`src/split_cache_config.svh`:
```
// Sizes of the split L1 tag model; I_SETS must be a multiple of D_SETS for the clear sweep
`ifndef SPLIT_CACHE_CONFIG_SVH
`define SPLIT_CACHE_CONFIG_SVH

// Associativity of each side
`define D_WAYS 8
`define I_WAYS 4

// Number of sets per side
// Instruction side has twice the sets so its tag is one bit shorter
`define D_SETS 16
`define I_SETS 32

// Command address width
`define ADDR_W 16

// Byte offset bits inside a line, shared by both views
`define OFF_W 2

// LRU age width, 0 is most recent
`define LRU_W 3

`endif

```
`src/split_cache_pkg.sv`:
```
// Types for the split L1 tag model; instruction tags are zero-extended to the data tag width
`default_nettype none

`include "split_cache_config.svh"

package split_cache_pkg;

    // Field widths derived from the config sizes
    localparam int D_SET_W = $clog2(`D_SETS);
    localparam int I_SET_W = $clog2(`I_SETS);
    localparam int D_TAG_W = `ADDR_W - D_SET_W - `OFF_W;
    localparam int I_TAG_W = `ADDR_W - I_SET_W - `OFF_W;
    localparam int D_WAY_W = $clog2(`D_WAYS);
    localparam int I_WAY_W = $clog2(`I_WAYS);

    // Stored line fields, one tag width for both stores
    typedef logic [D_TAG_W-1:0] tag_t;
    typedef logic [`LRU_W-1:0]  age_t;

    typedef enum logic [1:0] {
        MESI_I = 2'b00,
        MESI_S = 2'b01,
        MESI_E = 2'b10,
        MESI_M = 2'b11
    } mesi_e;

    // Trace opcodes, 9 (print) is not handled
    typedef enum logic [3:0] {
        OP_READ  = 4'd0,
        OP_WRITE = 4'd1,
        OP_FETCH = 4'd2,
        OP_INVAL = 4'd3,
        OP_CLEAR = 4'd8
    } opcode_e;

    // Data side split of an address
    typedef struct packed {
        logic [D_TAG_W-1:0] tag;
        logic [D_SET_W-1:0] set;
        logic [`OFF_W-1:0]  off;
    } d_addr_t;

    // Instruction side split of the same word
    typedef struct packed {
        logic [I_TAG_W-1:0] tag;
        logic [I_SET_W-1:0] set;
        logic [`OFF_W-1:0]  off;
    } i_addr_t;

    // One address word, decoded per side
    typedef union packed {
        d_addr_t d;
        i_addr_t i;
    } addr_u;

endpackage

`default_nettype wire

```
`src/lru_update.sv`:
```
// Age update for one set; invalid ways keep their age, ages saturate at the LRU_W maximum
`default_nettype none

`include "split_cache_config.svh"

module lru_update
    import split_cache_pkg::*;
#(
    parameter int  WAYS  = `D_WAYS,
    localparam int WAY_W = $clog2(WAYS)
) (
    input  age_t  [WAYS-1:0]    age_i,
    input  mesi_e [WAYS-1:0]    mesi_i,
    input  logic [WAY_W-1:0]    way_i,
    input  logic                replace_i,
    output age_t  [WAYS-1:0]    age_o
);

    // Old age of the touched way, a replaced victim counts as oldest
    age_t touch_age;

    always_comb begin
        touch_age = replace_i ? '1 : age_i[way_i];
        for (int w = 0; w < WAYS; w++) begin
            age_o[w] = age_i[w];
            if (WAY_W'(w) == way_i) begin
                // Touched way becomes most recent
                age_o[w] = '0;
            end else if (mesi_i[w] != MESI_I && age_i[w] < touch_age) begin
                // Below touch_age means below max, so no wrap
                age_o[w] = age_i[w] + 1'b1;
            end
        end
    end

endmodule

`default_nettype wire

```
`config.mk`:
```
export PLATFORM = sky130hd
export DESIGN_NAME = lru_update
export DESIGN_NICKNAME = d
export VERILOG_FILES = /design/src/split_cache_pkg.sv /design/src/lru_update.sv
export VERILOG_INCLUDE_DIRS = /design/src
export SDC_FILE = /design/constraint.sdc
export NUM_CORES = 1
export LEC_CHECK = 0
export CAP_MARGIN = 30
export CORE_MARGIN = 1.5
export CORE_UTILIZATION = 50
export DETAILED_ROUTE_END_ITERATION = 7
export DONT_BUFFER_PORTS = 1
export PLACE_DENSITY = 0.75
export REMOVE_ABC_BUFFERS = 1
export SYNTH_ARGS = -nofsm -noshare
export SYNTH_HDL_FRONTEND = slang
export SYNTH_SLANG_ARGS = --single-unit
```
`constraint.sdc`:
```
create_clock -name vclk -period 2.7
set_input_delay 0.405 -clock vclk [all_inputs]
set_output_delay 0.405 -clock vclk [all_outputs]
set_load 0.01 [all_outputs]
```
Yosys cells after proc, flatten, opt, wreduce, memory -nomap -nowiden --
Index checks and enable logic that the tools add are counted.
Word-level totals: logic and storage cells 60, bits in registers 0
Operators by class: reductions and logical operators 17, add/sub/neg operators 8, magnitude comparators 9, eq/ne operators 7, muxes and demuxes 19
Operator list (count):
- $mux W3 | 18
- $add A3 B1 Y3 const B | 8
- $lt A3 B3 Y1 | 8
- $reduce_bool A2 Y1 | 8
- $eq A3 B3 Y1 const A | 4
- $bmux W3 S3 | 1
- $logic_and A1 B1 Y1 | 8
- $eq A2 B3 Y1 const A | 2
- $lt A3 B4 Y1 const B | 1
- $eq A1 B3 Y1 const A | 1
- $logic_not A3 Y1 | 1

Logic depth before layout (Yosys ltp) --
Gate-level depths: netlist of the first run.
depth in word-level cells 7, gate-level depth with buffers 11

Worst setup path after synthesis of the first run --
OpenSTA, ideal clock, no wires.
path kind input to output, start input port way_i[1], end output port age_o[0] in the netlist's numbering, setup slack 0.112 ns, arrival 2.183 ns, cell stages on the path 10, data required time 2.295 ns, path through buf_6 buf_12 mux2i_1 a22oi_1 a21oi_2 buf_6 nand2_1 a41oi_1 mux2_2 nor2_1
RTL lines:
- from (decl) | RTL line lru_update.sv:14 | input logic [WAY_W-1:0] way_i,
- to (decl) | RTL line lru_update.sv:16 | output age_t [WAYS-1:0] age_o

==> flow_metrics.py, run 1 <==
metrics = {
    "status": {
        "status": "finished clean",
    },
    "drt": {
        "drt_iter0_markers": 124,
        "firstDrtPassIters": 4,
        "viasPerCell": 6.32,
        "ant_nets": 0,
        "num_vias": 1739,
        "routedWlPerCell_um": 15.1,
        "drc": 0,
        "drt_wl_total_um": 4150,
    },
    "critical_path": {
        "worstSetupPathType": "input pin to primary output",
        "arrival_ps": 2210,
        "cp_cell_sequence": "and2_1 -> buf_4 -> a22oi_2 -> buf_4 -> a21oi_1 -> nor2_1 -> buf_4 -> a31oi_1 -> mux2_1 -> a21oi_1 -> buf_4",
        "cp.required_ps": 2300,
        "path_delay_family": "buffers and inverters",
        "cpPeakStageDelay_ps": 290,
        "cp_max_fo": 6,
        "cp-end-kind": "primary output",
        "crit_buf_inv": 4,
        "start_kind": "input pin",
        "crit_path_frequent_cell": "buf_4",
        "cpMaxStageDelayCell": "mux2_1",
    },
    "sta": {
        "slew_viol_final": 0,
        "rsz0062_at_grt": "true",
        "tightest_slew_ps": 352,
        "fin_crit_sh": 0.967,
        "setup_viol": 0,
        "timing.slew.headroom": 0.763,
        "fmax_mhz": 383,
        "finalHoldWorstSlack_ps": 893,
        "setup_slack_ps": 89.5,
        "period_needed_ps": 2610,
        "final-hold-violation-count": 0,
    },
    "final_layout": {
        "fill_cells": 312,
        "nNetsFinal": 285,
        "flops_and_latches": 0,
        "stdcell_area_um2": 1770,
        "num_antenna_cells": 0,
        "drive_above_1_share": 0.251,
        "nClkBuffers": 0,
        "seq_area_um2": 0,
        "fin_util": 0.574,
        "area_growth_pct": 8.04,
    },
    "power_and_ir_drop": {
        "p_per_area_nw_per_um2": 212,
        "ir_drop_v": 0.000102,
        "p_leak_nw": 0.762,
    },
    "grt": {
        "overflow": 0,
        "grt_pass1_wl_um": 6650,
        "grt_pass1_vias": 1521,
        "grtUsageTotal": 0.227,
        "grt_max_degree": 28,
        "antenna_found_initial": 0,
    },
    "cts": {
        "post-cts-setup-buffers": 0,
        "holdBufCountCts": 0,
    },
    "floorplanning": {
        "die_h_um": 60.2,
        "start_util": 0.531,
        "coreArea_um2": 3080,
        "die_w_um": 60.2,
        "rows": 20,
        "boundaryPins": 68,
        "dieArea_um2": 3620,
    },
    "synth": {
        "synth_area_um2": 1630,
        "synth.avg_cell_area_um2": 7.20,
        "synth_cell_types": 46,
        "syn_inst": 227,
        "synth_seq_area_share": 0,
        "synth_warnings": 0,
    },
    "flow_run": {
        "drv_cap": 0,
    },
    "place": {
        "port_buffers": 0,
        "pre_cts_ws_ps": 24.3,
        "place_congestion": 0.935,
        "dp_hpwl_um": 3280,
        "place_area_um2": 1730,
    },
    "hold_path": {
        "hp-class": "input pin to primary output",
    },
}
[synthesized netlist by cell type, types with 2 or more instances]
library cell,n,share of area
nand3_1,2,0.0061
nor3b_1,7,0.032
mux2_2,4,0.028
o2bb2ai_2,3,0.028
or2_2,8,0.031
nand2_1,32,0.074
a21oi_2,2,0.011
nor3_2,3,0.018
a21oi_1,16,0.049
nor2_1,7,0.016
buf_6,5,0.034
nor3_1,2,0.0061
a22oi_1,5,0.023
o2bb2ai_1,4,0.021
o21ai_0,8,0.025
mux2_1,3,0.021
inv_1,9,0.021
o31a_1,7,0.038
ha_1,8,0.061
nand4_1,8,0.031
a41oi_1,6,0.032
a31oi_1,7,0.027
mux2i_1,26,0.16
clkbuf_1,2,0.0046
nor2b_1,4,0.015
nand2b_1,8,0.031
and2b_4,2,0.012
buf_1,7,0.016
nor3b_2,4,0.031
a21o_1,2,0.0092
[placed cells by master, fill, tap and decap left out, types with 7 or more instances in the layout]
cell type,instances
inv_1,9
o31a_1,7
nor3b_1,7
a21oi_1,16
a31oi_1,7
or2_2,8
nand4_1,8
nand2_1,31
nor2_1,7
mux2i_1,26
ha_1,8
nand2b_1,8
buf_4,21
[routing by layer]
layer | global-route usage | routed length [um] | up-vias
met5 | 0 | 0 | -
li1 | - | - | 861
met3 | 0.0108 | 358 | 4
met2 | 0.379 | 1900 | 89
met4 | 0.0317 | 39 | 0
met1 | 0.325 | 1860 | 785
[cell families after synthesis]
group                      Yosys count  share of synthesized area
AOI/OAI and AO/OA                   65                      0.295
adders and majority gates            9                     0.0681
buffers and inverters               26                     0.0942
muxes                               34                      0.217
and+or+nand+nor                     93                      0.326
[layout make-up]
cell class / instances / area [um2] / area share
repair buffers: 21 / 158 / 0.0893
inverters: 9 / 33.8 / 0.0191
well taps: 44 / 55.1 / 0.0312
multi-input cells: 201 / 1520 / 0.860
[stage by stage]
step | cells | TNS [ps] | power (mW)
finish | 275 | 0 | 0.374
global route | 275 | -28.8 | 0.411
CTS | 275 | 0 | 0.364
detailed placement | 275 | 0 | 0.363
global placement | 275 | 0 | 0.358
floorplan | 210 | -1030 | 0.269
[worst paths after layout]
check,from,endpoint,slack [ps],cells past startpoint
max,way_i[0],age_o[18],90,11
min,way_i[1],age_o[21],890,1
[power by group]
part / total (mW) / internal [mW] / switching (mW)
Combinational: 0.374 / 0.180 / 0.194
Clock: 0 / 0 / 0
Sequential: 0 / 0 / 0
[repair_timing]
action / in CTS / in global routing
resized for setup: 0 / 8
endpoints found under the setup margin: 0 / 16
hold endpoints to repair: 0 / 0
Power figures use the tool's default switching activity.
==> run 2, diff against run 1 <==
Settings changed: CAP_MARGIN 30 to 40, GPL_TIMING_DRIVEN from default to 0.
==> flow_metrics.py, run 2 (synthesized netlist as in run 1, its figures left out) <==
metrics = {
    "final_layout": {
        "most-common-layout-cells": "nand2_1, mux2i_1, a21oi_1",
        "nClkBuffers": 0,
        "num_antenna_cells": 0,
        "fin_util": 0.534,
        "stdcell_area_um2": 1640,
        "area_growth_pct": 0.613,
        "seq_area_um2": 0,
        "flops_and_latches": 0,
        "drive_above_1_share": 0.202,
        "nNetsFinal": 267,
        "final_common_cell": "nand2_1",
    },
    "critical_path": {
        "cpMaxStageDelayCell": "mux2_2",
        "crit_buf_inv": 0,
        "cp_max_fo": 7,
        "cpPeakStageDelay_ps": 360,
        "worstSetupPathType": "input pin to primary output",
        "cp_cell_sequence": "and2b_4 -> a22oi_1 -> a21oi_2 -> o21ai_0 -> a41oi_1 -> mux2_2 -> nor2_1",
        "arrival_ps": 2180,
        "cp.required_ps": 2300,
        "start_kind": "input pin",
        "cp-end-kind": "primary output",
        "path_delay_family": "compound AO/OA/AOI/OAI gates",
    },
    "place": {
        "dp_hpwl_um": 3050,
        "pre_cts_ws_ps": -325,
        "place_congestion": 0.801,
        "port_buffers": 0,
        "place_area_um2": 1580,
    },
    "hold_path": {
        "hp-class": "input pin to primary output",
    },
    "sta": {
        "setup_slack_ps": 111,
        "setup_viol": 0,
        "fin_crit_sh": 0.959,
        "slew_viol_final": 0,
        "timing.slew.headroom": 0.705,
        "rsz0062_at_grt": "true",
        "final-hold-violation-count": 0,
        "period_needed_ps": 2590,
        "tightest_slew_ps": 442,
        "fmax_mhz": 386,
    },
    "power_and_ir_drop": {
        "p_per_area_nw_per_um2": 203,
        "p_total_uw": 334,
        "p_leak_nw": 0.684,
        "ir_drop_v": 0.0000957,
    },
    "drt": {
        "firstDrtPassIters": 4,
        "num_vias": 1653,
        "drc": 0,
        "drt_wl_total_um": 4090,
        "drt_iter0_markers": 144,
        "routedWlPerCell_um": 15.9,
        "ant_nets": 0,
        "viasPerCell": 6.43,
    },
    "floorplanning": {
        "die_h_um": 60.2,
        "die_w_um": 60.2,
        "dieArea_um2": 3620,
        "coreArea_um2": 3080,
        "rows": 20,
        "boundaryPins": 68,
        "start_util": 0.531,
    },
    "grt": {
        "antenna_found_initial": 0,
        "grt_pass1_vias": 1448,
        "grt_max_degree": 28,
        "grt_pass1_wl_um": 6500,
        "grtUsageTotal": 0.221,
        "overflow": 0,
    },
    "status": {
        "status": "finished clean",
    },
    "cts": {
        "holdBufCountCts": 0,
    },
    "flow_run": {
        "drv_cap": 0,
    },
}
==> run 2: where the power goes <==
group          total [mW]  internal [mW]  leakage (nW)  switching (mW)
Combinational       0.334          0.148         0.684           0.186
Sequential              0              0             0               0
Clock                   0              0             0               0
Total               0.334          0.148         0.684           0.186
==> run 2: worst paths after layout <==
check,from,to,slack (ps),depth (start not counted)
worst max-delay path,way_i[0],age_o[15],110,7
worst min-delay path,way_i[1],age_o[6],880,1
==> run 2: routing by layer <==
metal  vias up  share of wire  GRT usage
li1        833              -          -
met2        63           0.46      0.377
met4         0              0     0.0286
met3         0          0.071     0.0260
met5         -              0          0
met1       757           0.47      0.304
==> run 2: per-stage QoR <==
| stage | instances | hold slack, ps | setup TNS [ps] |
|---|---|---|---|
| 6_report | 257 | 878 | 0 |
| 5_1_grt | 257 | 872 | -55.0 |
| 4_1_cts | 257 | 901 | 0 |
| 3_5_place_dp | 255 | 900 | -3710 |
| 3_3_place_gp | 254 | 899 | -8560 |
| 2_1_floorplan | 210 | 887 | -1030 |
==> run 2: what timing repair did <==
| item | 4_1_cts | 5_1_grt |
|---|---|---|
| cloned | 1 | 0 |
| setup endpoints to repair | 22 | 20 |
| pin swaps | 2 | 0 |
| resized for setup | 7 | 6 |
| buffers inserted | 1 | 0 |
==> run 2: area by class of cell <==
type | instances | area [um2]
well taps | 44 | 55.1
repair buffers | 2 | 31.3
inverters | 9 | 33.8
fillers | 317 | 1430
multi-input cells | 202 | 1520
