**config.mk**
```make
export PLATFORM = sky130hd
export DESIGN_NAME = way_lookup
export DESIGN_NICKNAME = d
export VERILOG_FILES = /design/src/split_cache_pkg.sv /design/src/way_lookup.sv
export VERILOG_INCLUDE_DIRS = /design/src
export SDC_FILE = /design/constraint.sdc
export NUM_CORES = 1
export LEC_CHECK = 0
export ABC_AREA = 0
export BUFFER_PORTS_ARGS = -buffer_cell sky130_fd_sc_hd__buf_2
export CORE_UTILIZATION = 50
export DETAILED_ROUTE_END_ITERATION = 10
export GPL_TIMING_DRIVEN = 0
export PLACE_DENSITY = 0.87
export SETUP_SLACK_MARGIN = 0.05
export SKIP_LAST_GASP = 1
export SYNTH_ARGS = -nofsm -noshare
export SYNTH_HDL_FRONTEND = slang
export SYNTH_SLANG_ARGS = --single-unit
```
**constraint.sdc**
```tcl
create_clock -name vclk -period 15.7
set_clock_uncertainty 0.15 [all_clocks]
set_input_delay 3.14 -clock vclk [all_inputs]
set_output_delay 3.14 -clock vclk [all_outputs]
set_load 0.005 [all_outputs]
```
**src/split_cache_config.svh**
```systemverilog
// Sizes of the split L1 tag model; I_SETS must be a multiple of D_SETS for the clear sweep
`ifndef SPLIT_CACHE_CONFIG_SVH
`define SPLIT_CACHE_CONFIG_SVH

// Associativity of each side
`define D_WAYS 8
`define I_WAYS 4

// Number of sets per side
// Instruction side has twice the sets so its tag is one bit shorter
`define D_SETS 16
`define I_SETS 32

// Command address width
`define ADDR_W 16

// Byte offset bits inside a line, shared by both views
`define OFF_W 2

// LRU age width, 0 is most recent
`define LRU_W 3

`endif

```
**src/split_cache_pkg.sv**
```systemverilog
// Types for the split L1 tag model; instruction tags are zero-extended to the data tag width
`default_nettype none

`include "split_cache_config.svh"

package split_cache_pkg;

    // Field widths derived from the config sizes
    localparam int D_SET_W = $clog2(`D_SETS);
    localparam int I_SET_W = $clog2(`I_SETS);
    localparam int D_TAG_W = `ADDR_W - D_SET_W - `OFF_W;
    localparam int I_TAG_W = `ADDR_W - I_SET_W - `OFF_W;
    localparam int D_WAY_W = $clog2(`D_WAYS);
    localparam int I_WAY_W = $clog2(`I_WAYS);

    // Stored line fields, one tag width for both stores
    typedef logic [D_TAG_W-1:0] tag_t;
    typedef logic [`LRU_W-1:0]  age_t;

    typedef enum logic [1:0] {
        MESI_I = 2'b00,
        MESI_S = 2'b01,
        MESI_E = 2'b10,
        MESI_M = 2'b11
    } mesi_e;

    // Trace opcodes, 9 (print) is not handled
    typedef enum logic [3:0] {
        OP_READ  = 4'd0,
        OP_WRITE = 4'd1,
        OP_FETCH = 4'd2,
        OP_INVAL = 4'd3,
        OP_CLEAR = 4'd8
    } opcode_e;

    // Data side split of an address
    typedef struct packed {
        logic [D_TAG_W-1:0] tag;
        logic [D_SET_W-1:0] set;
        logic [`OFF_W-1:0]  off;
    } d_addr_t;

    // Instruction side split of the same word
    typedef struct packed {
        logic [I_TAG_W-1:0] tag;
        logic [I_SET_W-1:0] set;
        logic [`OFF_W-1:0]  off;
    } i_addr_t;

    // One address word, decoded per side
    typedef union packed {
        d_addr_t d;
        i_addr_t i;
    } addr_u;

endpackage

`default_nettype wire

```
**src/way_lookup.sv**
```systemverilog
// Tag compare and victim pick for one set; purely combinational, ties go to the lowest way
`default_nettype none

`include "split_cache_config.svh"

module way_lookup
    import split_cache_pkg::*;
#(
    parameter int  WAYS  = `D_WAYS,
    localparam int WAY_W = $clog2(WAYS)
) (
    input  tag_t                tag_i,
    input  tag_t  [WAYS-1:0]    line_tag_i,
    input  mesi_e [WAYS-1:0]    line_mesi_i,
    input  age_t  [WAYS-1:0]    line_age_i,
    output logic                hit_o,
    output logic [WAY_W-1:0]    hit_way_o,
    output logic [WAY_W-1:0]    victim_way_o,
    output mesi_e               victim_mesi_o
);

    // Oldest invalid way so far
    logic             any_inv;
    logic [WAY_W-1:0] inv_way;
    age_t             inv_age;
    // Oldest way overall
    logic [WAY_W-1:0] old_way;
    age_t             old_age;

    // Hit needs a valid way with the same tag
    always_comb begin
        hit_o     = 1'b0;
        hit_way_o = '0;
        for (int w = 0; w < WAYS; w++) begin
            if (!hit_o && line_mesi_i[w] != MESI_I && line_tag_i[w] == tag_i) begin
                hit_o     = 1'b1;
                hit_way_o = WAY_W'(w);
            end
        end
    end

    // Victim scan, strict compares keep the lower index on a tie
    always_comb begin
        any_inv = 1'b0;
        inv_way = '0;
        inv_age = '0;
        old_way = '0;
        old_age = line_age_i[0];
        for (int w = 0; w < WAYS; w++) begin
            if (line_mesi_i[w] == MESI_I && (!any_inv || line_age_i[w] > inv_age)) begin
                any_inv = 1'b1;
                inv_way = WAY_W'(w);
                inv_age = line_age_i[w];
            end
            if (line_age_i[w] > old_age) begin
                old_way = WAY_W'(w);
                old_age = line_age_i[w];
            end
        end
        // Invalid ways are always used before evicting a live line
        victim_way_o  = any_inv ? inv_way : old_way;
        victim_mesi_o = line_mesi_i[victim_way_o];
    end

endmodule

`default_nettype wire
```
Word-level counts from Yosys, hierarchy flattened
Index checks and enable logic that the tools add are counted.

Order comparisons: 15. Reductions and logical operators: 59. Muxes and demuxes: 53. Equal/unequal tests: 8.

Operator list (count): $mux W3 (32); $eq A10 B10 Y1 (8); $gt A3 B3 Y1 (14); $logic_and A1 B1 Y1 (22); $mux W1 (19); $logic_not A2 Y1 (8); $reduce_bool A2 Y1 (8); $logic_not A1 Y1 (14); $logic_or A1 B1 Y1 (7); $bmux W2 S3 (1); $lt A3 B4 Y1 const B (1); $mux W2 (1).

Bits of input ports: 130. Bits in registers: 0. Word-level logic and storage cells: 135. Output and inout port bits: 9.

Logic depth before layout (Yosys ltp)
Depth in word-level cells: 33. Gate-level depth with buffers: 47. Mapped depth without buffers: 46.

Least setup slack after synthesis
No wires, ideal clock.

Path kind: input -> output. Start point: input line_mesi_i[0] (netlist name). End point: output victim_mesi_o[0]. Arrival: 11811 ps. Stages on the path: 42. Buffers on the path: 1. Setup slack: 599 ps. Cells stage by stage: nor2_1 nand2_1 ha_1 nand3_1 o31a_1 a21o_1 and2_1 ha_1 and3b_1 o21ai_0 a21o_1 mux2_2 ha_1 nand3_1 a31oi_2 mux2i_1 ha_1 a21oi_1 [... 6 more ...] nand2_1 a32o_1 a22oi_1 ha_1 nor2b_1 o21ai_0 a21oi_1 a21oi_1 mux2_2 ha_1 nor2b_1 nor3_1 nor2_1 or3_1 clkbuf_1 o22a_4 or2_1 o221a_1.

Longest elaborated chain between the ends: 33.

RTL lines: start: declaration (line way_lookup.sv:14) `input mesi_e [WAYS-1:0] line_mesi_i,`; $logic_not A2 Y1 (*) (line way_lookup.sv:50) `if (line_mesi_i[w] == MESI_I && (!any_inv || line_age_i[w] > inv_age)) begin`; $mux W3 / $mux W1 (equally long branches) (line way_lookup.sv:50); $gt A3 B3 Y1 / $logic_not A1 Y1 (equally long branches) (line way_lookup.sv:50); $logic_or A1 B1 Y1 (line way_lookup.sv:50); $logic_and A1 B1 Y1 (line way_lookup.sv:50); $mux W3 / $mux W1 (equally long branches) (line way_lookup.sv:50); $gt A3 B3 Y1 / $logic_not A1 Y1 (equally long branches) (line way_lookup.sv:50); $logic_or A1 B1 Y1 (line way_lookup.sv:50); [... 18 more ...]; $gt A3 B3 Y1 / $logic_not A1 Y1 (equally long branches) (line way_lookup.sv:50); $logic_or A1 B1 Y1 (line way_lookup.sv:50); $logic_and A1 B1 Y1 (line way_lookup.sv:50); $mux W3 / $mux W1 (equally long branches) (line way_lookup.sv:50); $mux W3 (*) (line way_lookup.sv:61) `victim_way_o = any_inv ? inv_way : old_way;`; named net victim_way_o[2] (line way_lookup.sv:18) `output logic [WAY_W-1:0] victim_way_o,`; $bmux W2 S3 (*) (line way_lookup.sv:62) `victim_mesi_o = line_mesi_i[victim_way_o];`; $mux W2 (not written as such) (*) (line way_lookup.sv:62); end: declaration (line way_lookup.sv:19) `output mesi_e victim_mesi_o`.

Mark *: on every way through the listed nets, which the timed path passes. The rest lies on a longest branch. The select of a mux whose other input is x is not followed.

Final worst setup path
Start point: input line_mesi_i[1] (netlist name). End point: output victim_mesi_o[1].

Longest elaborated chain between the ends: 33.

RTL lines (line): $logic_not A2 Y1 (way_lookup.sv:50); $mux W3 / $mux W1 (equally long branches) (way_lookup.sv:50); $gt A3 B3 Y1 / $logic_not A1 Y1 (equally long branches) (way_lookup.sv:50); $logic_or A1 B1 Y1 (way_lookup.sv:50); $logic_and A1 B1 Y1 (way_lookup.sv:50); $mux W3 / $mux W1 (equally long branches) (way_lookup.sv:50); $gt A3 B3 Y1 / $logic_not A1 Y1 (equally long branches) (way_lookup.sv:50); $logic_or A1 B1 Y1 (way_lookup.sv:50); [... 17 more ...]; $mux W3 / $mux W1 (equally long branches) (way_lookup.sv:50); $gt A3 B3 Y1 / $logic_not A1 Y1 (equally long branches) (way_lookup.sv:50); $logic_or A1 B1 Y1 (way_lookup.sv:50); $logic_and A1 B1 Y1 (way_lookup.sv:50); $mux W3 / $mux W1 (equally long branches) (way_lookup.sv:50); $mux W3 (way_lookup.sv:61); $bmux W2 S3 (*) (way_lookup.sv:62); $mux W2 (not written as such) (*) (way_lookup.sv:62).

Mark *: on every way between the ends. The rest lies on a longest branch, timed or not. The select of a mux whose other input is x is not followed.

==> summary.md <==
| Metric | Value |
|---|---|
| Global route overflow | 0 |
| Via count of the first global-routing pass | 3318 |
| Period minus WS final | approximately 16 ns |
| Share of synthesized area occupied by flip-flops and latches | 0 |
| Wire length of the first global-routing pass | 14600 µm |
| Die height | around 78 µm |
| Routed WL | 11100 µm |
| Placer's final routability congestion estimate | about 0.92 |
| Util after Layout | 0.777 |
| Cell leakage power | 1.99 nW |
| Maximum fanout encountered on the critical timing path | 7 |
| Count of max-cap constraint violations | 0 |
| Number of pins exceeding their max-slew limit in the final report | 0 |
| Most common cell type on the critical path | sky130_fd_sc_hd__ha_1 |
| Global Route Usage Sum | 0.291 |
| Count of antenna diodes in the layout | 0 |
| Library cells used by synthesis | 54 |
| Sink of the worst hold path | hit_way_o[0] |
| Final critical-path share of the clock period | 0.992 |
| Cell depth of the worst min-delay path | 6 |
| Fraction of layout instances using a drive strength above 1 | 0.448 |
| Number of remaining DRC errors | 0 |
| Area of the die | 6030 µm² |
| # port buffers | 129 |
| Register area | 0 µm² |
| Worst hold path class | in -> out |
| Start-to-end type of the worst setup path | in -> out |
| Iteration-0 DRC Markers | about 190 |
| Number of endpoints failing setup at the final stage | 0 |
| Relative slew margins | 0.551 |
| Io pins | 139 |
| Drt wl/cell | 17.8 µm |
| Gate Count Post-Synth | 388 |
| Max VDD drop | around 0.000084 V |
| Cell row count | 27 |
| DR vias/cell | 6.04 |
| Library cell contributing the largest single delay on the critical path | sky130_fd_sc_hd__or3_4 |
| Post-DRT Antenna Nets | 0 |
| CP arrival | roughly 12 ns |
| Clock tree buffer count of the final layout | 0 |
| Commonest non-fill, non-tap cell in the layout | sky130_fd_sc_hd__buf_2 |
| Initial antenna violation count | 0 |
| Maximum number of pins on one net before global-route repair | 9 |
| DIE WIDTH | 77.7 µm |
| Netlist area before placement | 2860 µm² |
| Status | finished, final reports clean |
| Highest-count cells in the layout ignoring fill and taps | sky130_fd_sc_hd__buf_2, sky130_fd_sc_hd__xor2_1, sky130_fd_sc_hd__ha_1, sky130_fd_sc_hd__buf_4, sky130_fd_sc_hd__xnor2_1 |
| Biggest cell delay along the critical path | 0.43 ns |
| Number of warnings reported in the yosys synthesis log | 0 |
| Total number of vias | 3752 |
| Max Clk Rate | roughly 0.064 GHz |
| Critical path endpoint category | output pin |
| Required time of the critical path | roughly 12 ns |
| Number of hold buffers added after cts | 0 |
| Overall Power | ~360 µW |
| Post-synth net total | 560 |
| PwrDens | 84.5 nW/µm² |
| Sequential cells | 0 |
| Post-synthesis average cell area | 7.38 µm² |
| Core outline area | 5510 µm² |
| Total non-filler cell area in the finished layout | ~4300 µm² |
| Area added between synthesis and finish | 49.3% |
| Effective utilization at floorplan | 0.520 |
| Total placed instance area | around 3600 µm² |
| Net total in the final layout | 723 |
| Hold Crit Start | line_tag_i[8] |
| Slew at the pin closest to its max-slew limit | between 0.6 and 0.7 ns |
| Hold Violations, Final | 0 |
| Setup crit start kind | primary input |
| HPWL after detailed placement | slightly below 8000 µm |
| Detailed Routing Iterations Pass 1 | 4 |
## layout make-up
| type | instances | area (µm²) |
|---|---|---|
| inverter | 17 | 63.8 |
| timing repair buffer | 162 | 900 |
| fill | 386 | 1230 |
| multi-input combinational | 359 | 3170 |
| tap | 72 | 90.1 |
| buffer | 11 | 48.8 |
## logic make-up (layout without fill, tap and decap cells)
family                     count (synthesis)  count (layout)  synth area share
buffers and inverters                     29             190            0.0406
adders and majority gates                 42              42             0.183
xor gates and xnor gates                  80              80             0.245
muxes                                     20              20            0.0756
AOI/OAI and AO/OA                         90              90             0.218
and+or+nand+nor                          127             127             0.237
## critical path: cells and delay by family
family	cells	cell delay [ns]
muxes	4	1.15
and+or+nand+nor	14	1.87
buffers and inverters	4	0.58
adders and majority gates	7	2.10
AOI/OAI and AO/OA	17	3.46
## how the worst max path moves through the flow
stage,start,to,slack [ns],depth (start not counted)
after global placement,line_mesi_i[0],victim_mesi_o[0],-0.50,44
after detailed placement,line_mesi_i[0],victim_mesi_o[0],-0.72,46
final,line_mesi_i[1],victim_mesi_o[1],0.12,46
after floorplan,line_mesi_i[0],victim_mesi_o[0],0.60,42
after global routing,line_mesi_i[1],victim_mesi_o[0],-0.25,47
after CTS,line_mesi_i[0],victim_mesi_o[0],0.06,47
## per-layer routing
layer / vias up / global-route usage / share of wire
met1: 1764 / 0.372 / 0.39
met5: - / 0 / 0
met2: 195 / 0.522 / 0.50
met3: 44 / 0.0271 / 0.067
li1: 1749 / - / -
met4: 0 / 0.0642 / 0.036
## synth_stat cells (2+ instances only)
master / instances / area share
sky130_fd_sc_hd__xor2_1: 60 / 0.18
sky130_fd_sc_hd__ha_1: 42 / 0.18
sky130_fd_sc_hd__nor2_1: 24 / 0.031
sky130_fd_sc_hd__nand2_1: 21 / 0.028
sky130_fd_sc_hd__a21oi_1: 20 / 0.035
sky130_fd_sc_hd__xnor2_1: 20 / 0.061
sky130_fd_sc_hd__inv_1: 17 / 0.022
sky130_fd_sc_hd__nand3_1: 17 / 0.030
sky130_fd_sc_hd__nor4_1: 17 / 0.037
sky130_fd_sc_hd__o21ai_0: 15 / 0.026
sky130_fd_sc_hd__mux2_2: 13 / 0.051
sky130_fd_sc_hd__clkbuf_1: 11 / 0.014
sky130_fd_sc_hd__nor2b_1: 9 / 0.020
sky130_fd_sc_hd__nor3_1: 9 / 0.016
sky130_fd_sc_hd__a21o_1: 8 / 0.021
sky130_fd_sc_hd__mux2i_1: 7 / 0.024
sky130_fd_sc_hd__o21a_1: 7 / 0.018
sky130_fd_sc_hd__a31oi_1: 6 / 0.013
sky130_fd_sc_hd__and2_1: 6 / 0.013
sky130_fd_sc_hd__a211oi_1: 5 / 0.013
sky130_fd_sc_hd__nand4_1: 4 / 0.0087
sky130_fd_sc_hd__o2bb2ai_1: 4 / 0.012
sky130_fd_sc_hd__a22oi_1: 3 / 0.0079
sky130_fd_sc_hd__nand2b_1: 3 / 0.0066
sky130_fd_sc_hd__nand3b_1: 3 / 0.0079
sky130_fd_sc_hd__o211ai_1: 3 / 0.0079
sky130_fd_sc_hd__or2_2: 3 / 0.0066
sky130_fd_sc_hd__or3_1: 3 / 0.0066
sky130_fd_sc_hd__o21ai_1: 2 / 0.0035
sky130_fd_sc_hd__o221a_1: 2 / 0.0079
## power by group
group          total, mW  leakage, nW  internal (mW)  switching (mW)
Combinational      0.361         1.99          0.180           0.182
Sequential             0            0              0               0
Clock                  0            0              0               0
Total              0.361         1.99          0.180           0.182
## timing repair
action	in CTS	in global routing
pin swaps	2	43
endpoints found under the setup margin	5	5
cloned	0	0
setup buffers	6	27
gates resized for setup	14	75
## per-stage QoR
step	setup TNS, ns	instances	hold slack [ns]	setup slack (ns)
final	0	621	6.62	0.118
after global routing	-0.491	621	6.68	-0.246
after global placement	-0.995	589	6.61	-0.498
after CTS	0	595	6.61	0.0614
after detailed placement	-1.84	589	6.61	-0.720
after floorplan	0	388	6.40	0.599
(Power assumes the default switching activity.)
