<file path="src/split_cache_config.svh">
// Sizes of the split L1 tag model; I_SETS must be a multiple of D_SETS for the clear sweep
`ifndef SPLIT_CACHE_CONFIG_SVH
`define SPLIT_CACHE_CONFIG_SVH

// Associativity of each side
`define D_WAYS 8
`define I_WAYS 4

// Number of sets per side
// Instruction side has twice the sets so its tag is one bit shorter
`define D_SETS 16
`define I_SETS 32

// Command address width
`define ADDR_W 16

// Byte offset bits inside a line, shared by both views
`define OFF_W 2

// LRU age width, 0 is most recent
`define LRU_W 3

`endif

</file>
<file path="src/split_cache_pkg.sv">
// Types for the split L1 tag model; instruction tags are zero-extended to the data tag width
`default_nettype none

`include "split_cache_config.svh"

package split_cache_pkg;

    // Field widths derived from the config sizes
    localparam int D_SET_W = $clog2(`D_SETS);
    localparam int I_SET_W = $clog2(`I_SETS);
    localparam int D_TAG_W = `ADDR_W - D_SET_W - `OFF_W;
    localparam int I_TAG_W = `ADDR_W - I_SET_W - `OFF_W;
    localparam int D_WAY_W = $clog2(`D_WAYS);
    localparam int I_WAY_W = $clog2(`I_WAYS);

    // Stored line fields, one tag width for both stores
    typedef logic [D_TAG_W-1:0] tag_t;
    typedef logic [`LRU_W-1:0]  age_t;

    typedef enum logic [1:0] {
        MESI_I = 2'b00,
        MESI_S = 2'b01,
        MESI_E = 2'b10,
        MESI_M = 2'b11
    } mesi_e;

    // Trace opcodes, 9 (print) is not handled
    typedef enum logic [3:0] {
        OP_READ  = 4'd0,
        OP_WRITE = 4'd1,
        OP_FETCH = 4'd2,
        OP_INVAL = 4'd3,
        OP_CLEAR = 4'd8
    } opcode_e;

    // Data side split of an address
    typedef struct packed {
        logic [D_TAG_W-1:0] tag;
        logic [D_SET_W-1:0] set;
        logic [`OFF_W-1:0]  off;
    } d_addr_t;

    // Instruction side split of the same word
    typedef struct packed {
        logic [I_TAG_W-1:0] tag;
        logic [I_SET_W-1:0] set;
        logic [`OFF_W-1:0]  off;
    } i_addr_t;

    // One address word, decoded per side
    typedef union packed {
        d_addr_t d;
        i_addr_t i;
    } addr_u;

endpackage

`default_nettype wire

</file>
<file path="src/cache_ctrl.sv">
// Command FSM; one command in flight, strobes while busy_o is high are dropped
`default_nettype none

`include "split_cache_config.svh"

module cache_ctrl
    import split_cache_pkg::*;
(
    input  logic                        clk,
    input  logic                        rst_n_i,
    input  logic                        cmd_valid_i,
    input  opcode_e                     cmd_op_i,
    input  addr_u                       cmd_addr_i,
    // Data side lookup results
    input  logic                        d_hit_i,
    input  logic [D_WAY_W-1:0]          d_hit_way_i,
    input  logic [D_WAY_W-1:0]          d_victim_way_i,
    input  mesi_e                       d_victim_mesi_i,
    input  tag_t  [`D_WAYS-1:0]         d_line_tag_i,
    input  mesi_e [`D_WAYS-1:0]         d_line_mesi_i,
    input  age_t  [`D_WAYS-1:0]         d_line_age_i,
    input  age_t  [`D_WAYS-1:0]         d_lru_age_i,
    // Instruction side lookup results
    input  logic                        i_hit_i,
    input  logic [I_WAY_W-1:0]          i_hit_way_i,
    input  logic [I_WAY_W-1:0]          i_victim_way_i,
    input  tag_t  [`I_WAYS-1:0]         i_line_tag_i,
    input  mesi_e [`I_WAYS-1:0]         i_line_mesi_i,
    input  age_t  [`I_WAYS-1:0]         i_lru_age_i,
    // Store control
    output logic                        d_rd_en_o,
    output logic                        i_rd_en_o,
    output logic                        d_wr_en_o,
    output logic                        i_wr_en_o,
    output logic                        clr_o,
    output logic [D_SET_W-1:0]          d_set_o,
    output logic [I_SET_W-1:0]          i_set_o,
    output tag_t                        d_tag_o,
    output tag_t                        i_tag_o,
    output tag_t  [`D_WAYS-1:0]         d_tag_wr_o,
    output mesi_e [`D_WAYS-1:0]         d_mesi_wr_o,
    output age_t  [`D_WAYS-1:0]         d_age_wr_o,
    output tag_t  [`I_WAYS-1:0]         i_tag_wr_o,
    output mesi_e [`I_WAYS-1:0]         i_mesi_wr_o,
    output age_t  [`I_WAYS-1:0]         i_age_wr_o,
    // LRU control, shared by both sides
    output logic [D_WAY_W-1:0]          d_lru_way_o,
    output logic [I_WAY_W-1:0]          i_lru_way_o,
    output logic                        replace_o,
    // Responses
    output logic                        resp_valid_o,
    output logic                        hit_o,
    output logic [D_WAY_W-1:0]          way_o,
    output mesi_e                       mesi_o,
    output logic                        writeback_o,
    output logic                        busy_o
);

    typedef enum logic [1:0] {
        S_IDLE,
        S_LOOKUP,
        S_CLEAR
    } state_e;

    state_e               state_q;
    logic [D_SET_W-1:0]   clr_cnt_q;
    // Latched command
    opcode_e              op_q;
    addr_u                addr_q;

    logic                 lookup_op;
    logic                 accept;
    logic                 is_fetch;
    logic                 hit_sel;
    logic [D_WAY_W-1:0]   sel_way;
    mesi_e                cur_mesi;
    mesi_e                new_mesi;
    logic                 wb;

    assign lookup_op = cmd_op_i inside {OP_READ, OP_WRITE, OP_FETCH, OP_INVAL};
    assign accept    = state_q == S_IDLE && cmd_valid_i;
    assign busy_o    = state_q != S_IDLE;

    // Only the side the opcode needs is read
    assign d_rd_en_o = accept && lookup_op && cmd_op_i != OP_FETCH;
    assign i_rd_en_o = accept && cmd_op_i == OP_FETCH;
    assign clr_o     = state_q == S_CLEAR;

    // Set index comes from the strobe in idle so the read lands at the same edge
    always_comb begin
        case (state_q)
            S_CLEAR: begin
                d_set_o = clr_cnt_q;
                i_set_o = {clr_cnt_q, (I_SET_W - D_SET_W)'(0)};
            end
            S_LOOKUP: begin
                d_set_o = addr_q.d.set;
                i_set_o = addr_q.i.set;
            end
            default: begin
                d_set_o = cmd_addr_i.d.set;
                i_set_o = cmd_addr_i.i.set;
            end
        endcase
    end

    assign d_tag_o = addr_q.d.tag;
    assign i_tag_o = tag_t'(addr_q.i.tag);

    // Pick the side, then the hit way or the victim
    assign is_fetch = op_q == OP_FETCH;
    assign hit_sel  = is_fetch ? i_hit_i : d_hit_i;

    always_comb begin
        if (is_fetch) begin
            sel_way  = D_WAY_W'(hit_sel ? i_hit_way_i : i_victim_way_i);
            cur_mesi = i_line_mesi_i[sel_way[I_WAY_W-1:0]];
        end else begin
            sel_way  = hit_sel ? d_hit_way_i : d_victim_way_i;
            cur_mesi = d_line_mesi_i[sel_way];
        end
    end

    // MESI rules
    always_comb begin
        case (op_q)
            OP_READ:  new_mesi = hit_sel ? cur_mesi : MESI_E;
            OP_WRITE: new_mesi = MESI_M;
            OP_FETCH: new_mesi = hit_sel ? cur_mesi : MESI_S;
            default:  new_mesi = MESI_I;
        endcase
    end

    // Dirty victim on a data fill
    assign wb = !hit_sel && (op_q == OP_READ || op_q == OP_WRITE) && d_victim_mesi_i == MESI_M;

    // Invalidate miss leaves the set untouched
    assign d_wr_en_o = state_q == S_LOOKUP && !is_fetch && (hit_sel || op_q != OP_INVAL);
    assign i_wr_en_o = state_q == S_LOOKUP && is_fetch;

    assign d_lru_way_o = sel_way;
    assign i_lru_way_o = sel_way[I_WAY_W-1:0];
    assign replace_o   = !hit_sel;

    // Written set is the read set with the touched way patched
    always_comb begin
        d_tag_wr_o                             = d_line_tag_i;
        d_mesi_wr_o                            = d_line_mesi_i;
        d_tag_wr_o[sel_way]                    = d_tag_o;
        d_mesi_wr_o[sel_way]                   = new_mesi;
        i_tag_wr_o                             = i_line_tag_i;
        i_mesi_wr_o                            = i_line_mesi_i;
        i_tag_wr_o[sel_way[I_WAY_W-1:0]]       = i_tag_o;
        i_mesi_wr_o[sel_way[I_WAY_W-1:0]]      = new_mesi;
    end

    // Invalidate keeps ages as they were
    assign d_age_wr_o = op_q == OP_INVAL ? d_line_age_i : d_lru_age_i;
    assign i_age_wr_o = i_lru_age_i;

    always_ff @(posedge clk) begin
        if (accept) begin
            op_q   <= cmd_op_i;
            addr_q <= cmd_addr_i;
        end
    end

    always_ff @(posedge clk or negedge rst_n_i) begin
        if (!rst_n_i) begin
            state_q      <= S_IDLE;
            clr_cnt_q    <= '0;
            resp_valid_o <= 1'b0;
            hit_o        <= 1'b0;
            way_o        <= '0;
            mesi_o       <= MESI_I;
            writeback_o  <= 1'b0;
        end else begin
            resp_valid_o <= 1'b0;
            writeback_o  <= 1'b0;
            case (state_q)
                S_IDLE: begin
                    if (accept && lookup_op) begin
                        state_q <= S_LOOKUP;
                    end else if (accept && cmd_op_i == OP_CLEAR) begin
                        state_q   <= S_CLEAR;
                        clr_cnt_q <= '0;
                    end
                end
                S_LOOKUP: begin
                    // Set write and response share this edge
                    state_q      <= S_IDLE;
                    resp_valid_o <= 1'b1;
                    hit_o        <= hit_sel;
                    way_o        <= sel_way;
                    mesi_o       <= new_mesi;
                    writeback_o  <= wb;
                end
                S_CLEAR: begin
                    clr_cnt_q <= clr_cnt_q + 1'b1;
                    if (clr_cnt_q == D_SET_W'(`D_SETS - 1)) begin
                        // Sweep done, answer with nothing to report
                        state_q      <= S_IDLE;
                        resp_valid_o <= 1'b1;
                        hit_o        <= 1'b0;
                        way_o        <= '0;
                        mesi_o       <= MESI_I;
                    end
                end
                default: state_q <= S_IDLE;
            endcase
        end
    end

endmodule

`default_nettype wire

</file>
<file path="config.mk">
export PLATFORM = sky130hd
export DESIGN_NAME = cache_ctrl
export DESIGN_NICKNAME = d
export VERILOG_FILES = /design/src/split_cache_pkg.sv /design/src/cache_ctrl.sv
export VERILOG_INCLUDE_DIRS = /design/src
export SDC_FILE = /design/constraint.sdc
export NUM_CORES = 1
export LEC_CHECK = 0
export BUFFER_PORTS_ARGS = -buffer_cell sky130_fd_sc_hd__buf_2
export CAP_MARGIN = 20
export CORE_AREA = 3 3 180 182
export CTS_CLUSTER_DIAMETER = 40
export DETAILED_ROUTE_END_ITERATION = 7
export DIE_AREA = 0 0 183 185
export MAX_ROUTING_LAYER = met4
export PLACE_DENSITY_LB_ADDON = 0.12
export RECOVER_POWER = 25
export SLEW_MARGIN = 20
export SYNTH_ARGS = -nofsm -noshare
export SYNTH_HDL_FRONTEND = slang
export SYNTH_SLANG_ARGS = --single-unit
</file>
<file path="constraint.sdc">
create_clock -name clk -period 4 [get_ports clk]
set_clock_uncertainty 0.15 [all_clocks]
set_input_delay 0.8 -clock clk [delete_from_list [all_inputs] [get_ports clk]]
set_output_delay 0.8 -clock clk [all_outputs]
set_load 0.02 [all_outputs]
</file>
======== Word-level counts from Yosys, hierarchy flattened ========
Cells that the tools add are included.
cells by class
  multiplexer cells ....................... 42
  reduce and logical (&&, ||, !) cells .... 26
  magnitude comparators ................... 6
  $add $sub $neg .......................... 1
  equal/unequal tests ..................... 17
operators by type and width
  kind                                                         count
  bitwise mux 80 bit                                           1
  bitwise mux 40 bit                                           1
  demux 10 bit (select 3 bit)                                  1
  two-way mux 24 bit                                           1
  two-way mux 2 bit                                            11
  demux 10 bit (select 2 bit)                                  1
  two-way mux 10 bit                                           2
  bitwise mux 16 bit                                           1
  == test 4 x 2 -> 1 bit (second input constant)               4
  case mux 4 bit (2 select lines)                              2
  logical AND 1 bit                                            12
  case mux 5 bit (2 select lines)                              1
  two-way mux 3 bit                                            3
  bitwise mux 8 bit                                            1
  == test 4 x 1 -> 1 bit (second input constant)               2
  == test 4 bit (second input constant)                        2
  logical NOT 4 bit                                            2
  less-than comparator 3 x 4 -> 1 bit (second input constant)  2
  two-way mux 4 bit                                            2
  != test 4 x 2 -> 1 bit (second input constant)               2
  case mux 2 bit (2 select lines)                              2
  binary-select mux 2 bit (select 3 bit)                       1
  demux 2 bit (select 3 bit)                                   1
  less-than comparator 2 x 3 -> 1 bit (second input constant)  2
  other kinds (21)                                             32
word-level totals
  bits of input ports ..................... 241
  output and inout port bits .............. 229
  logic and storage cells ................. 101
  bits in registers ....................... 34

======== Depth between registers and ports, before layout ========
  depth in word-level cells ............... 9
  depth in mapped cells ................... 10

======== Worst setup path after synthesis ========
OpenSTA, ideal clock, no wires.
  path type ............................... reg-to-output
  start point ............................. reg op_q[0]
  end point ............................... out d_mesi_wr_o[1] (netlist name)
  cell stages (with the launch flop) ...... 10
  data required time ...................... 3.050 ns
  data arrival time ....................... 3.183 ns
  slack ................................... -0.133 ns
  path buffers ............................ 2
  path through ............................ edfxtp_1 buf_2 or4b_1 buf_4 mux2i_4 mux2i_1 a2111oi_0 nor4_1 and4bb_4 o21ai_0
RTL lines
  what                    RTL line           source
  from (decl)             cache_ctrl.sv:68   opcode_e op_q;
  from (signal assigned)  cache_ctrl.sv:163  op_q <= cmd_op_i;
  to (decl)               cache_ctrl.sv:41   output mesi_e [`D_WAYS-1:0] d_mesi_wr_o,

==> impl_results.md <==
- Critical hold path startpoint: way_o[2]
- Cts bufs inserted: 5
- Switching Share: 0.494
- Worst Path Arrival: 3180 ps
- Syn Area/Cell: 9.12 µm²
- Total Wirelength: 26900 µm
- Largest area contributor in the netlist: mux2_2
- Synth area leaders: mux2_2 39%, edfxtp_1 13%, dfrtp_1 8.1%, buf_4 6.1%, nand2_1 4.2%
- CP endpoint kind: output port
- CTS tree: yes
- Seq pwr share: 0.206
- FMAX: 242 MHz
- Pleak: 3.63 nW
- Share of post-route cells with drive strength above 1: 0.736
- Switching power: 1.42 mW
- Starting Density: 0.140
- Via count: 5246
- CP Max Fanout: 8
- Yosys warns: 0
- Die area: 33900 µm²
- First-pass GRT wire length: 36600 µm
- Worst EP required: 3050 ps
- Syn Inst Count: 473
- Synthesized area: 4310 µm²
- Sequential share of the synthesized area: 0.207
- Total GRT Usage: 0.149
- Die Y: between 150 and 200 µm
- Final period utilization: 1.03
- Initial antenna violation count: 5
- CP Launch Type: flip-flop
- Skew-Pair Late Insertion Delay: 280 ps
- Worst Tran Pin Value: 815 ps
- Routed vias/inst: about 4.0
- CP Class: flip-flop to output port
- Slew HR: 0.457
- RSZ-0062 raised after global routing: true
- Layout Nets: 1148
- Clock tree buffer depth: 2
- Final worst slack: -134 ps
- CTS Hold Bufs: 0
- Final Setup Violations: 18
- DRT iter0 DRCs: 137
- Comb power frac: 0.648
- Core area: 30700 µm²
- Int Pwr: 1.45 mW
- Clock power frac: 0.146
- Max-cap violations: 0
- Post-synth top cells: 150 x mux2_2, 48 x nand2_1, 35 x buf_4
- Status: finished with violations
- Top-level I/O count: 470
- Slew Limit Fails: 0
- Port Buffers: 442
- Num rows: 64
- Layout overhead on the synthesized area: 73.7%
- Final hold vios: 0
- Tot Pwr: roughly 2.9 mW
- Vias in the first global route: approximately 5.3k
- H-tree lvl count: 2
- Most instantiated library cell after synthesis: mux2_2
- Clock Root Buffer: clkbuf_16
- Worst vdd ir: 0.000261 V
- Post-synth EDFFs: 18
- Syn nets: 718
- HPWL Detailed: 22600 µm
- Final worst path period need: between 4000 and 5000 ps
- Routed Antenna Nets: 0
- Pre-antenna DRT Iters: 4
- CP startpoint: op_q[3]
- R2R Path Start: op_q[3]
- GR Overflow Total: 0
- Clk pin slew, worst setup/hold paths: 60 ps
- Top cell type's share of synthesized area: 0.392
- Yosys reg bits: 32
- Worst hold path class: flip-flop to flip-flop
- Num Clock Sinks: 32
- Failing checks: setup timing
- Yosys cell types: 49
- Pin count of the biggest net entering global routing: 25
- DR WL/cell: a little over 20 µm
- Die Wd: roughly 180 µm
- Ys async rst share: 0.438
- Residual DRC count: 0
- Placer congestion estimate: about 0.82
- Pre-CTS setup slack: -199 ps
- Main synth FF type: edfxtp_1
- Pwr dens: 383 nW/µm²
## cell families after synthesis
group                      share of synthesized area
adders and majority gates                     0.0116
buffers and inverters                          0.107
AOI/OAI and AO/OA                              0.106
other                                       0.000870
DFF                                            0.207
and+or+nand+nor                                0.138
muxes                                          0.429
## final timing paths
check / cells past startpoint / endpoint / slack, ps
max: 9 / d_mesi_wr_o[7] / -130
min: 2 / way_o[2] / 340
min reg2reg: 2 / way_o[2] / 340
max in group asynchronous: 1 / mesi_o[1] / 2760
min in group asynchronous: 1 / clr_cnt_q[0] / 430
max reg2reg: 10 / mesi_o[1] / 800
## power by group through the flow
stage,combinational [mW],sequential [mW],clock [mW]
2_1_floorplan,1.14,0.546,0
3_3_place_gp,1.81,0.603,0
3_5_place_dp,1.80,0.601,0
4_1_cts,1.86,0.596,0.438
5_1_grt,2.00,0.612,0.449
6_report,1.86,0.591,0.420
## critical path: stages (launching register included)
cell and delay (ps):
edfxtp_1 380, or4b_4 610, mux2i_4 220, buf_12 140, mux2_4 360, a2111oi_4 370
nor4_2 120, and4bb_4 420, o21ai_0 110, buf_2 170
## sequential cells by signal (all words and copies together) (netlist names)
| register | cells |
|---|---|
| clr_cnt_q | 4 |
| state_q | 2 |
| addr_q | 14 |
| hit_o | 1 |
| mesi_o | 2 |
| writeback_o | 1 |
| resp_valid_o | 1 |
| op_q | 4 |
| way_o | 3 |
## layout make-up
| type | count | area [µm²] |
|---|---|---|
| Timing Repair Buffer | 491 | 2690 |
| Inverter | 19 | 71.3 |
| Antenna cell | 6 | 15.0 |
| Multi-Input combinational cell | 354 | 3170 |
| Clock inverter | 2 | 11.3 |
| Fill cell | 3532 | 23300 |
| Sequential cell | 32 | 891 |
| Clock buffer | 6 | 150 |
| Tap cell | 396 | 495 |
## per-stage QoR
step	hold slack (ps)	setup TNS, ps	utilization	instance area (µm²)	std cells
finish	336	-1640	0.244	7490	1306
global route	378	-5020	0.243	7490	1305
CTS	276	-1400	0.238	7330	1295
detailed placement	328	-2080	0.227	6970	1282
global placement	324	-2060	0.227	6970	1282
floorplan	343	-890	-	4330	473
## cells in the final DEF, fill, tap and decap left out, drive strengths merged, types with 2 or more instances in the layout
master / synthesis / final
mux2: 151 / 151
o22a: 2 / 2
nor2: 16 / 16
nor3: 3 / 3
and2: 4 / 4
dfrtp: 14 / 14
nor4: 3 / 3
a2111oi: 6 / 6
a22o: 6 / 6
a21oi: 10 / 10
edfxtp: 18 / 18
and3: 12 / 12
a21boi: 3 / 3
a31oi: 4 / 4
clkbuf: 25 / 21
ha: 4 / 4
nor4b: 2 / 2
nand3: 8 / 8
inv: 19 / 20
nand2b: 10 / 10
mux2i: 10 / 10
or3: 3 / 3
buf: 43 / 476
o22ai: 4 / 4
nand4: 3 / 3
o21ai: 21 / 21
diode: 0 / 6
nand2: 48 / 48
o31ai: 4 / 4
o211ai: 3 / 3
## what timing repair did
action	CTS	global route
pin swaps	6	4
cloned	0	1
gates resized for setup	40	32
setup buffers	5	4
setup endpoints to repair	57	57
## routing by layer
| layer | track usage | vias to the layer above | routed length [µm] |
|---|---|---|---|
| met5 | - | - | 0 |
| li1 | - | 2564 | - |
| met4 | 0.0265 | 0 | 253 |
| met3 | 0.0322 | 16 | 1730 |
| met2 | 0.248 | 198 | 13100 |
| met1 | 0.190 | 2468 | 11800 |
(Power assumes the default switching activity.)
